[src/common/div_pkg.sv]
/*
 * Shared definitions for the divide execution unit.
 * The operation encoding mirrors funct3[1:0] of the RISC-V M extension.
 * Sizes here are defaults only; the top level passes the real values down.
 */

package div_pkg;

    // Bit 0 selects unsigned, bit 1 selects remainder
    typedef enum logic [1:0] {
        DIV  = 2'd0,    // Signed quotient
        DIVU = 2'd1,    // Unsigned quotient
        REM  = 2'd2,    // Signed remainder
        REMU = 2'd3     // Unsigned remainder
    } div_op_t;

    // Operand width, must be at least 8
    localparam int DEFAULT_XLEN = 32;

    // Instruction tag carried alongside each request
    localparam int DEFAULT_ID_WIDTH = 3;

    // Request queue entries, at least 1
    localparam int DEFAULT_FIFO_DEPTH = 2;

endpackage
[src/rtl/div_top.sv]
/*
 * Top level of the divide execution unit.
 * Fixes the sizes from the package defaults and brings every port out.
 * Adds no pipeline stages.
 */
`timescale 1ns/10ps

module div_top #(
    parameter int XLEN       = div_pkg::DEFAULT_XLEN,
    parameter int ID_WIDTH   = div_pkg::DEFAULT_ID_WIDTH,
    parameter int FIFO_DEPTH = div_pkg::DEFAULT_FIFO_DEPTH
) (
    input  logic                  clk,
    input  logic                  rst,
    input  logic                  new_request,
    input  logic [XLEN-1:0]       rs1,
    input  logic [XLEN-1:0]       rs2,
    input  div_pkg::div_op_t      op,
    input  logic                  reuse_result,
    input  logic [ID_WIDTH-1:0]   id,
    input  logic                  accepted,
    output logic                  ready,
    output logic                  done_next_cycle,
    output logic [XLEN-1:0]       rd,
    output logic [ID_WIDTH-1:0]   instruction_id
);

    div_unit #(
        .XLEN(XLEN),
        .ID_WIDTH(ID_WIDTH),
        .FIFO_DEPTH(FIFO_DEPTH)
    ) div_unit_i (
        .clk(clk),
        .rst(rst),
        .new_request(new_request),
        .rs1(rs1),
        .rs2(rs2),
        .op(op),
        .reuse_result(reuse_result),
        .id(id),
        .accepted(accepted),
        .ready(ready),
        .done_next_cycle(done_next_cycle),
        .rd(rd),
        .instruction_id(instruction_id)
    );

endmodule

[src/div_unit/div_unit.sv]
/*
 * Integer divide unit: request queue, sign handling, divider, writeback.
 * Core must strobe new_request only while ready is high, and accepted
 * only while a result is held. No flush or abort support.
 * reuse_result is only valid right after a divide on the same operands,
 * since it takes q/r straight from the idle divider.
 */
`timescale 1ns/10ps

module div_unit #(
    parameter int XLEN       = div_pkg::DEFAULT_XLEN,
    parameter int ID_WIDTH   = div_pkg::DEFAULT_ID_WIDTH,
    parameter int FIFO_DEPTH = div_pkg::DEFAULT_FIFO_DEPTH
) (
    input  logic                  clk,
    input  logic                  rst,
    input  logic                  new_request,
    input  logic [XLEN-1:0]       rs1,
    input  logic [XLEN-1:0]       rs2,
    input  div_pkg::div_op_t      op,
    input  logic                  reuse_result,
    input  logic [ID_WIDTH-1:0]   id,
    input  logic                  accepted,
    output logic                  ready,
    output logic                  done_next_cycle,
    output logic [XLEN-1:0]       rd,
    output logic [ID_WIDTH-1:0]   instruction_id
);
    import div_pkg::*;

    localparam int OP_W    = $bits(div_op_t);
    localparam int ENTRY_W = 2 * XLEN + OP_W + 1 + ID_WIDTH;

    logic [ENTRY_W-1:0]  entry_in;
    logic [ENTRY_W-1:0]  entry_out;
    logic                head_valid;
    logic                fifo_full;
    logic                finish;         // Result written back this cycle

    logic [XLEN-1:0]     head_rs1;
    logic [XLEN-1:0]     head_rs2;
    div_op_t             head_op;
    logic                head_reuse;
    logic [ID_WIDTH-1:0] head_id;

    logic                signed_op;
    logic                rem_op;
    logic                neg_a;          // Dividend magnitude needs negation
    logic                neg_b;
    logic [XLEN-1:0]     mag_a;
    logic [XLEN-1:0]     mag_b;

    logic                start;
    logic                in_progress;    // Divide issued for the head entry
    logic                core_complete;
    logic                core_ack;
    logic [XLEN-1:0]     quotient;
    logic [XLEN-1:0]     remainder;
    logic                divisor_zero;

    logic                held;           // rd holds an unaccepted result
    logic                wb_free;
    logic                negate_result;
    logic [XLEN-1:0]     raw_result;
    logic [XLEN-1:0]     result;

    // Request queue
    assign entry_in = {rs1, rs2, op, reuse_result, id};

    div_fifo #(.WIDTH(ENTRY_W), .DEPTH(FIFO_DEPTH)) req_fifo_i (
        .clk(clk), .rst(rst), .push(new_request), .pop(finish), .data_in(entry_in),
        .data_out(entry_out), .valid(head_valid), .full(fifo_full)
    );

    assign ready      = ~fifo_full;
    assign head_rs1   = entry_out[ENTRY_W-1 -: XLEN];
    assign head_rs2   = entry_out[ENTRY_W-XLEN-1 -: XLEN];
    assign head_op    = div_op_t'(entry_out[ID_WIDTH+1 +: OP_W]);
    assign head_reuse = entry_out[ID_WIDTH];
    assign head_id    = entry_out[ID_WIDTH-1:0];

    // Operand magnitudes
    assign signed_op = (head_op == DIV) || (head_op == REM);
    assign rem_op    = (head_op == REM) || (head_op == REMU);
    assign neg_a     = signed_op & head_rs1[XLEN-1];
    assign neg_b     = signed_op & head_rs2[XLEN-1];
    assign mag_a     = (neg_a ? ~head_rs1 : head_rs1) + XLEN'(neg_a);
    assign mag_b     = (neg_b ? ~head_rs2 : head_rs2) + XLEN'(neg_b);

    // Issue and completion
    assign wb_free  = ~held | accepted;                  // Slot frees this edge
    assign start    = head_valid & ~in_progress & ~head_reuse;
    assign core_ack = core_complete & wb_free;
    assign finish   = (core_complete | (head_valid & head_reuse)) & wb_free;

    always_ff @(posedge clk) begin
        if (rst)
            in_progress <= 1'b0;
        else if (start)
            in_progress <= 1'b1;
        else if (core_ack)
            in_progress <= 1'b0;                         // Head pops same edge
    end

    div_core #(.XLEN(XLEN)) core_i (
        .clk(clk), .rst(rst), .start(start), .ack(core_ack), .a(mag_a), .b(mag_b),
        .q(quotient), .r(remainder), .complete(core_complete), .b_is_zero(divisor_zero)
    );

    // Sign correction; remainder follows dividend, quotient kept on /0
    always_comb begin
        if (rem_op) begin
            raw_result    = remainder;
            negate_result = neg_a;
        end else begin
            raw_result    = quotient;
            negate_result = ~divisor_zero & (neg_a ^ neg_b);
        end
        result = (negate_result ? ~raw_result : raw_result) + XLEN'(negate_result);
    end

    // Writeback register
    always_ff @(posedge clk) begin
        if (finish)
            rd <= result;
    end

    always_ff @(posedge clk) begin
        if (rst)
            held <= 1'b0;
        else if (finish)
            held <= 1'b1;                                // New result replaces accepted one
        else if (accepted)
            held <= 1'b0;
    end

    assign done_next_cycle = finish;
    assign instruction_id  = head_id;                    // Valid with done_next_cycle

endmodule

[src/div_unit/div_core.sv]
/*
 * Radix-2 restoring divider on unsigned operands.
 * start is a single-cycle pulse; complete rises XLEN+1 cycles later
 * and stays high until ack. q and r hold until the next start.
 * Divide by zero yields q all ones and r = a, as RISC-V expects.
 * XLEN must be at least 8.
 */
`timescale 1ns/10ps

module div_core #(
    parameter int XLEN = div_pkg::DEFAULT_XLEN
) (
    input  logic            clk,
    input  logic            rst,
    input  logic            start,
    input  logic            ack,
    input  logic [XLEN-1:0] a,
    input  logic [XLEN-1:0] b,
    output logic [XLEN-1:0] q,
    output logic [XLEN-1:0] r,
    output logic            complete,
    output logic            b_is_zero
);
    localparam int CNT_W = $clog2(XLEN);

    logic [XLEN-1:0]  divisor;           // Latched b
    logic [CNT_W-1:0] step_cnt;          // Iteration index
    logic             running;           // Steps in flight
    logic             last_step;
    logic [XLEN:0]    shifted;           // Remainder with next dividend bit in
    logic [XLEN+1:0]  trial;             // Trial subtraction, sign on top
    logic             fits;              // Divisor goes into shifted

    assign shifted   = {r, q[XLEN-1]};
    assign trial     = {1'b0, shifted} - {2'b00, divisor};
    assign fits      = ~trial[XLEN+1];
    assign last_step = running && (step_cnt == CNT_W'(XLEN - 1));

    // Control state
    always_ff @(posedge clk) begin
        if (rst) begin
            running  <= 1'b0;
            complete <= 1'b0;
        end else if (start) begin
            running  <= 1'b1;
            complete <= 1'b0;            // Drop any stale result flag
        end else if (last_step) begin
            running  <= 1'b0;
            complete <= 1'b1;
        end else if (ack) begin
            complete <= 1'b0;
        end
    end

    // Datapath, one quotient bit per cycle
    always_ff @(posedge clk) begin
        if (start) begin
            q         <= a;              // Dividend shifts out as quotient shifts in
            r         <= '0;
            divisor   <= b;
            b_is_zero <= (b == '0);
            step_cnt  <= '0;
        end else if (running) begin
            step_cnt <= step_cnt + 1'b1;
            q        <= {q[XLEN-2:0], fits};
            // Restore on miss; top bit of shifted is zero then
            r        <= fits ? trial[XLEN-1:0] : shifted[XLEN-1:0];
        end
    end

endmodule

[src/rtl/div_fifo.sv]
/*
 * First-word-fall-through request queue.
 * Head entry appears on data_out one cycle after its push.
 * Push while full and pop while empty are dropped, not flagged here.
 * Storage has no reset; only pointers and count are cleared.
 */
`timescale 1ns/10ps

module div_fifo #(
    parameter int WIDTH = 8,
    parameter int DEPTH = 2
) (
    input  logic             clk,
    input  logic             rst,
    input  logic             push,
    input  logic             pop,
    input  logic [WIDTH-1:0] data_in,
    output logic [WIDTH-1:0] data_out,
    output logic             valid,
    output logic             full
);
    localparam int PTR_W = (DEPTH > 1) ? $clog2(DEPTH) : 1;
    localparam int CNT_W = $clog2(DEPTH + 1);

    logic [WIDTH-1:0] mem [DEPTH];       // Entry storage
    logic [PTR_W-1:0] rd_ptr;            // Head slot
    logic [PTR_W-1:0] wr_ptr;            // Next free slot
    logic [CNT_W-1:0] count;             // Occupied entries
    logic             do_push;
    logic             do_pop;

    function automatic logic [PTR_W-1:0] next_ptr(input logic [PTR_W-1:0] p);
        return (p == PTR_W'(DEPTH - 1)) ? '0 : p + 1'b1;   // Wrap at DEPTH
    endfunction

    assign do_push = push & ~full;       // Overflow dropped
    assign do_pop  = pop & valid;        // Underflow dropped

    always_ff @(posedge clk) begin
        if (rst) begin
            rd_ptr <= '0;
            wr_ptr <= '0;
            count  <= '0;
        end else begin
            if (do_push)
                wr_ptr <= next_ptr(wr_ptr);
            if (do_pop)
                rd_ptr <= next_ptr(rd_ptr);
            case ({do_push, do_pop})
                2'b10:   count <= count + 1'b1;
                2'b01:   count <= count - 1'b1;
                default: count <= count;     // Idle or push+pop together
            endcase
        end
    end

    always_ff @(posedge clk) begin
        if (do_push)
            mem[wr_ptr] <= data_in;
    end

    assign data_out = mem[rd_ptr];       // Fall-through head
    assign valid    = (count != '0);
    assign full     = (count == CNT_W'(DEPTH));

endmodule

[config.mk]
export PLATFORM = sky130hd
export DESIGN_NAME = div_top
export DESIGN_NICKNAME = d
export VERILOG_FILES = /design/src/common/div_pkg.sv /design/src/rtl/div_top.sv /design/src/div_unit/div_unit.sv /design/src/div_unit/div_core.sv /design/src/rtl/div_fifo.sv
export SDC_FILE = /design/constraint.sdc
export NUM_CORES = 1
export LEC_CHECK = 0
export BUFFER_PORTS_ARGS = -buffer_cell sky130_fd_sc_hd__buf_2
export CORE_MARGIN = 2
export CORE_UTILIZATION = 36
export CTS_CLUSTER_DIAMETER = 120
export DETAILED_ROUTE_END_ITERATION = 8
export HOLD_SLACK_MARGIN = 0.12
export MAX_ROUTING_LAYER = met4
export PLACE_DENSITY_LB_ADDON = 0.05
export SETUP_SLACK_MARGIN = 0.05
export SLEW_MARGIN = 0
export SYNTH_ARGS = -nofsm -noshare
export SYNTH_HDL_FRONTEND = slang
export SYNTH_HIERARCHICAL = 1
export SYNTH_SLANG_ARGS = --single-unit
[constraint.sdc]
create_clock -name clk -period 11.05 [get_ports clk]
set_input_delay 0.5525 -clock clk [delete_from_list [all_inputs] [get_ports clk]]
set_output_delay 0.5525 -clock clk [all_outputs]
set_load 0.01 [all_outputs]
==> results.ini, run 1 <==
[logic_synthesis]
synth.area.mux_share=0.1105
ys_async_sr_fraction=0
synth_top_family_by_area=simple AND/OR/NAND/NOR gates
syn_area_um2=17000
synth_compound_area_frac=0.1340
postSynthAreaPerCell_um2=10.87
ys_warn_count=6
ys.flop_type=edfxtp_1
synth_adder_area_share=0.03061
synth_xor_area_frac=0.07550
synth_seq_area_share=0.4727
synthCells=1565
synth-simple-area-share=0.1397
synth_nets=1680
yosys.cell_types.count=86
synth-seq-cells=283
synth_edf_count=237

[cells_and_area]
fin_nets=1763
final_area_um2=19220
drive_gt1_frac=0.2004
area_growth_pct=13.02

[cts]
cts_resized=0
cts_setup_buffers=0
htreeDepth=2
clk_latency_ns=0.55
cts_buffer_depth=3
numCtsBuffers=35
root_buffer=clkbuf_16
clkSinkCount=283
cts_hold_buf=0
cts_tree=yes
clkSlewWorstSetupHoldPaths_ns=0.06

[worst_setup_path]
worstPathArrival_ns=5.18
worstPathRequired_ns=11.33
startpoint_type=flip-flop
criticalPathCategory=reg -> reg
crit_fanout=58
endpoint_kind=flip-flop

[route]
drt_first_pass_iters=5
drt_wl_total_um=46040
drtIter0Drc=919
vias=12327
drc=0
post_drt_wl_per_cell_um=20.18
antenna_left=0
vias_per_cell=5.404

[die]
ioPinCount=111
num_rows=79
start_util=0.3652
core_um2=46560
die_h_um=221.3
die-area_um2=48990
die-width_um=221.3

[global_routing]
grt_pass1_wl_um=69790
gr-total-overflow=0
gr-usage-all-layers=0.1884
grt_pass1_vias=11508
use_met1=0.2741
met2_usage=0.2679
grt_max_degree=71
grt_antenna_before_repair=2
grtUsageMet3=0.03120
top_usage_layer=met1

[power]
power_frac_clock=0.207
pwr-share-comb=0.464
p_int_mw=3.190
seq_power_share=0.329
p_sw_frac=0.4126
p_leak_nw=6.864
cellPowerDensity_nw_per_um2=282.6
p_sw_mw=2.241
ir_drop_v=0.0001512

[place]
gp_congestion=0.8812
dp_slack_ns=6.176
io_buffers=110
postPlaceCellArea_um2=18100
post-dp-hpwl_um=33420

[timing]
setup_slack_ns=6.155
min_period_ns=4.895
max_freq_mhz=204.3
max_slew.worst_pin.slew_ns=1.059
hold_viol=0
tns_ns=0
drv_slew=0
rsz0062_at_grt=no
fin_hold_ws_ns=0.1926
period_share=0.4430
setup_viol=0
fin_skew_ns=0.02163
slew-limit-headroom=0.2942

[flow_run]
maxCapViolCount=0

[min_path]
hp-class=in -> reg

[status]
status=finished, final reports clean

==> cell families (layout without fill, tap and decap cells) <==
logic type | count (synthesis) | in the layout
xor gates and xnor gates | 145 | 145
AOI/OAI and AO/OA | 312 | 312
adders and majority gates | 41 | 41
other | 0 | 2
DFF | 283 | 283
muxes | 173 | 173
and+or+nand+nor | 462 | 462
buffers and inverters | 149 | 256
==> placed cells by master, fill, tap and decap left out, types with 9 or more instances in the layout <==
cell type,instances
o2111ai_1,9
or3_1,9
buf_4,14
edfxtp_1,237
a31oi_1,12
nand2_1,97
a32oi_1,9
nor3_1,44
a311oi_2,13
o211ai_1,11
o21ai_0,54
dfxtp_1,44
mux2i_1,57
inv_1,67
and3_1,22
nand4_1,21
a21oi_1,68
nor4_1,32
and4_1,9
o21a_1,10
xnor2_1,109
nor2_1,111
ha_1,40
or2_2,9
xor2_1,35
buf_2,110
o31ai_1,16
mux2_2,115
nand3_1,38
clkbuf_16,36
nand2b_1,20
==> final timing paths <==
| kind | startpoint | to | slack (ns) | depth (start not counted) |
|---|---|---|---|---|
| min | rs1[9] | div_unit_i/req_fifo_i/mem[0][47] | 0.19 | 1 |
| max | flip-flop | div_unit_i/rd[30] | 6.15 | 13 |
| min reg2reg | div_unit_i/req_fifo_i/wr_ptr | div_unit_i/req_fifo_i/wr_ptr | 0.49 | 2 |
| max reg2reg | flip-flop | div_unit_i/rd[30] | 6.15 | 13 |
==> power groups by stage <==
stage / clock, mW / combinational (mW) / sequential, mW
4_1_cts: 1.16 / 2.53 / 1.79
3_5_place_dp: 0 / 2.52 / 1.81
5_1_grt: 1.20 / 2.79 / 1.82
3_3_place_gp: 0 / 2.51 / 1.81
6_report: 1.12 / 2.52 / 1.79
2_1_floorplan: 0 / 1.90 / 1.71
==> through the flow <==
step	utilization	power [mW]	std cells
3_5_place_dp	0.3887	4.329	2218
3_3_place_gp	0.3887	4.317	2218
2_1_floorplan	-	3.606	1565
6_report	0.4128	5.431	2281
5_1_grt	0.4128	5.802	2281
4_1_cts	0.4127	5.486	2279
==> final cells by class <==
cell class / count / area [µm²]
clock buffers: 45 / 944.7
flip-flops and latches: 283 / 8043
multi-input cells: 1133 / 8373
diodes: 2 / 5.005
clock inverters: 16 / 170.2
fillers: 4450 / 27340
inverters: 71 / 266.5
well taps: 607 / 759.5
repair buffers: 124 / 655.6
==> per-layer routing <==
| layer | up-vias | share of wire |
|---|---|---|
| li1 | 6107 | - |
| met1 | 5887 | 0.50 |
| met2 | 277 | 0.43 |
| met3 | 56 | 0.048 |
| met4 | 0 | 0.025 |
| met5 | - | 0 |
==> registers in the layout, summed over array words and instances (netlist names), named ones only <==
| signal | count |
|---|---|
| div_unit_i/req_fifo_i/mem | 140 |
| div_unit_i/core_i/divisor | 32 |
| div_unit_i/core_i/q | 32 |
| div_unit_i/core_i/r | 32 |
| div_unit_i/rd | 32 |
| div_unit_i/core_i/step_cnt | 5 |
| div_unit_i/req_fifo_i/count | 2 |
| div_unit_i/core_i/b_is_zero | 1 |
| div_unit_i/core_i/complete | 1 |
| div_unit_i/core_i/running | 1 |
| div_unit_i/held | 1 |
| div_unit_i/in_progress | 1 |
| div_unit_i/req_fifo_i/rd_ptr | 1 |
| div_unit_i/req_fifo_i/wr_ptr | 1 |
==> critical path, stage by stage, from the launching register on <==
cell,delay (ns)
dfxtp_4,0.37
mux2_2,0.34
buf_4,0.35
or4b_1,0.67
a31o_2,0.28
buf_4,0.27
nor2_1,0.17
ha_1,0.28
inv_1,0.08
or4_1,0.58
nor3_1,0.41
o221ai_2,0.27
nor3_1,0.27
xnor3_1,0.25
==> synth_stat cells (6+ instances only) <==
master     instances  area, µm²
a211oi_1           7      52.55
a21o_1             7      52.55
a21oi_1           69      345.3
a311oi_1           7      61.31
a311oi_2          13      195.2
a31oi_1           13      81.33
a32oi_1            9      78.83
and2_1             8      50.05
and3_1            23      143.9
and4_1             9      78.83
buf_1              7      26.28
buf_2             25      125.1
clkbuf_1          39      146.4
dfxtp_1           46      920.9
edfxtp_1         237       7117
ha_1              40      500.5
inv_1             68      255.2
mux2_2           115       1295
mux2i_1           57      570.6
nand2_1           97      364.1
nand2b_1          20      125.1
nand3_1           38      190.2
nand4_1           21      131.4
nor2_1           111      416.7
nor2b_1            8      50.05
nor3_1            44      220.2
nor3b_1            7      52.55
nor4_1            32      200.2
nor4b_1            7      61.31
o2111ai_1          9      78.83
o211ai_1          11      82.58
o21a_1            10      75.07
o21ai_0           54      270.3
o21ai_1            6      30.03
o22ai_1            8      50.05
o31a_1             7      61.31
o31ai_1           16      120.1
o41ai_1            6      52.55
or2_2              9      56.30
or3_1              9      56.30
or4_1              6      45.04
xnor2_1          109      954.7
xor2_1            35      306.5
No activity file was read; power rests on OpenSTA's default activity.
==> run 2: changes to the inputs <==
==> constraint.sdc (replaced) <==
create_clock -name clk -period 4.6 [get_ports clk]
set_input_delay 0.23 -clock clk [delete_from_list [all_inputs] [get_ports clk]]
set_output_delay 0.23 -clock clk [all_outputs]
set_load 0.01 [all_outputs]
==> results.ini, run 2 (synthesis gave the netlist of run 1 again) <==
[timing]
min_period_ns=4.053  ; was 4.895 ns
hold_viol=0  ; unchanged
fin_hold_ws_ns=0.4089  ; was 0.1926 ns
setup_slack_ns=0.5467  ; was 6.155 ns
slew-limit-headroom=0.2416  ; was 0.2942
max_freq_mhz=246.7  ; was 204.3 MHz
setup_viol=0  ; unchanged
rsz0062_at_grt=no  ; unchanged
max_slew.worst_pin.slew_ns=1.135  ; was 1.059 ns
drv_slew=0  ; unchanged
tns_ns=0  ; unchanged
fin_skew_ns=0.01918  ; was 0.02163 ns
period_share=0.8812  ; was 0.4430

[die]
num_rows=79  ; unchanged
core_um2=46560  ; unchanged
die-area_um2=48990  ; unchanged
ioPinCount=111  ; unchanged
die_h_um=221.3  ; unchanged
start_util=0.3652  ; unchanged
die-width_um=221.3  ; unchanged

[place]
post-dp-hpwl_um=34540  ; was 33420 µm
dp_slack_ns=0.5352  ; was 6.176 ns
place_inst=2231  ; was 2218
io_buffers=110  ; unchanged
postPlaceCellArea_um2=18230  ; was 18100 µm²
gp_congestion=0.8903  ; was 0.8812

[worst_setup_path]
worstPathArrival_ns=4.34  ; was 5.18 ns
crit_chain=mux2_2 > buf_4 > nand2_1 > a31oi_4 > xnor2_1 > ha_2 > inv_1 > or4_1 > nor3_2 > o221ai_2 > nor3_1 > xnor3_1  ; was mux2_2 > buf_4 > or4b_1 > a31o_2 > buf_4 > nor2_1 > ha_1 > inv_1 > or4_1 > nor3_1 > o221ai_2 > nor3_1 > xnor3_1
cpPeakStageDelay_ns=0.58  ; was 0.67 ns
reg2reg_depth=12  ; was 13
path_depth=12  ; was 13
cp_slowest_cell=or4_1  ; was or4b_1
r2r_slack_ns=0.55  ; was 6.15 ns
crit_family=simple AND/OR/NAND/NOR gates  ; unchanged
crit_buf_inv=2  ; was 3
crit_fanout=57  ; was 58
rr_endpoint=div_unit_i/rd[30]  ; unchanged
startpoint_type=flip-flop  ; unchanged
endpoint_kind=flip-flop  ; unchanged
criticalPathCategory=reg -> reg  ; unchanged
crit_end=div_unit_i/rd[30]  ; unchanged
worstPathRequired_ns=4.88  ; was 11.33 ns

[power]
ir_drop_v=0.0003021  ; was 0.0001512 V
seq_power_share=0.328  ; was 0.329
p_leak_nw=7.229  ; was 6.864 nW
pwr-share-comb=0.470  ; was 0.464
p_sw_mw=5.410  ; was 2.241 mW
p_total_mw=13.15  ; was 5.431 mW
p_int_mw=7.744  ; was 3.190 mW
p_sw_frac=0.4113  ; was 0.4126
power_frac_clock=0.202  ; was 0.207
cellPowerDensity_nw_per_um2=655.7  ; was 282.6 nW/µm²

[cts]
numCtsBuffers=34  ; was 35
root_buffer=clkbuf_16  ; unchanged
cts_setup_buffers=0  ; unchanged
cts_buffer_depth=3  ; unchanged
cts_resized=0  ; unchanged
clkSinkCount=283  ; unchanged
clk_latency_ns=0.55  ; about the same
htreeDepth=2  ; unchanged
clkSlewWorstSetupHoldPaths_ns=0.06  ; about the same
cts_tree=yes  ; unchanged

[route]
post_drt_wl_per_cell_um=20.06  ; was 20.18 µm
drt_first_pass_iters=5  ; unchanged
drc=0  ; unchanged
drt_wl_total_um=47430  ; was 46040 µm
drtIter0Drc=925  ; was 919
vias=12761  ; was 12.33k
vias_per_cell=5.398  ; was 5.404
antenna_left=0  ; unchanged

[cells_and_area]
final_cell_mix=237 x edfxtp_1, 115 x mux2_2, 111 x nor2_1  ; unchanged
final_area_um2=20060  ; was 19220 µm²
fin_nets=1848  ; was 1763
largest_reg_flops=140  ; unchanged
top_register=div_unit_i/req_fifo_i/mem  ; unchanged
num_antenna_cells=0  ; was 2
stdcell_count=2364  ; was 2281
nFillCells=4466  ; was 4450
area_growth_pct=17.98  ; was 13.02%
layout_commonest_cell=edfxtp_1  ; unchanged
drive_gt1_frac=0.1975  ; was 0.2004
utilization=0.4309  ; was 0.4128

[flow_run]
maxCapViolCount=0  ; unchanged

[global_routing]
grt_pass1_wl_um=72200  ; was 69790 µm
gr-usage-all-layers=0.1949  ; was 0.1884
grt_max_degree=71  ; unchanged
gr-total-overflow=0  ; unchanged
grt_antenna_before_repair=1  ; was 2
grt_pass1_vias=11923  ; was 11.51k

[status]
status=finished, final reports clean  ; unchanged

[min_path]
hp-class=in -> reg  ; unchanged

run 2: timing repair:
item	CTS	global route
hold buffers	73	0
setup endpoints to repair	0	0
hold endpoints to repair	149	0
run 2: power groups by stage:
stage / clock network (mW) / logic [mW] / registers (mW)
3_3_place_gp: 0 / 6.11 / 4.38
3_5_place_dp: 0 / 6.12 / 4.38
6_report: 2.66 / 6.18 / 4.32
2_1_floorplan: 0 / 4.58 / 4.10
5_1_grt: 2.83 / 6.84 / 4.39
4_1_cts: 2.74 / 6.20 / 4.33
run 2: per-layer routing:
metal / vias to the layer above / part of all wire / routed length, µm / global-route usage
met5: - / 0 / 0 / -
met4: 0 / 0.025 / 1186 / 0.05564
met3: 65 / 0.038 / 1801 / 0.02855
met2: 275 / 0.42 / 20040 / 0.2777
met1: 6138 / 0.51 / 24400 / 0.2857
li1: 6283 / - / - / -
run 2: final cells by class:
cell class / count / area (µm²) / area share
sequential: 283 / 8043 / 0.4009
multi-input combinational: 1133 / 8387 / 0.4181
tap: 607 / 759.5 / 0.03786
inverter: 71 / 266.5 / 0.01329
clock inverter: 14 / 116.4 / 0.005801
timing repair buffer: 210 / 1509 / 0.07522
clock buffer: 46 / 979.7 / 0.04884
run 2: worst min-delay path by stage:
stage,from,to,slack (ns),cells after the start
6_report,rs1[5],div_unit_i/req_fifo_i/mem[0][43],0.41,2
5_1_grt,rs1[5],div_unit_i/req_fifo_i/mem[0][43],0.39,2
4_1_cts,id[0],div_unit_i/req_fifo_i/mem[1][0],0.37,2
3_5_place_dp,rs1[15],div_unit_i/req_fifo_i/mem[0][53],0.42,1
3_3_place_gp,rs1[15],div_unit_i/req_fifo_i/mem[0][53],0.42,1
2_1_floorplan,rst,div_unit_i/held,0.30,1
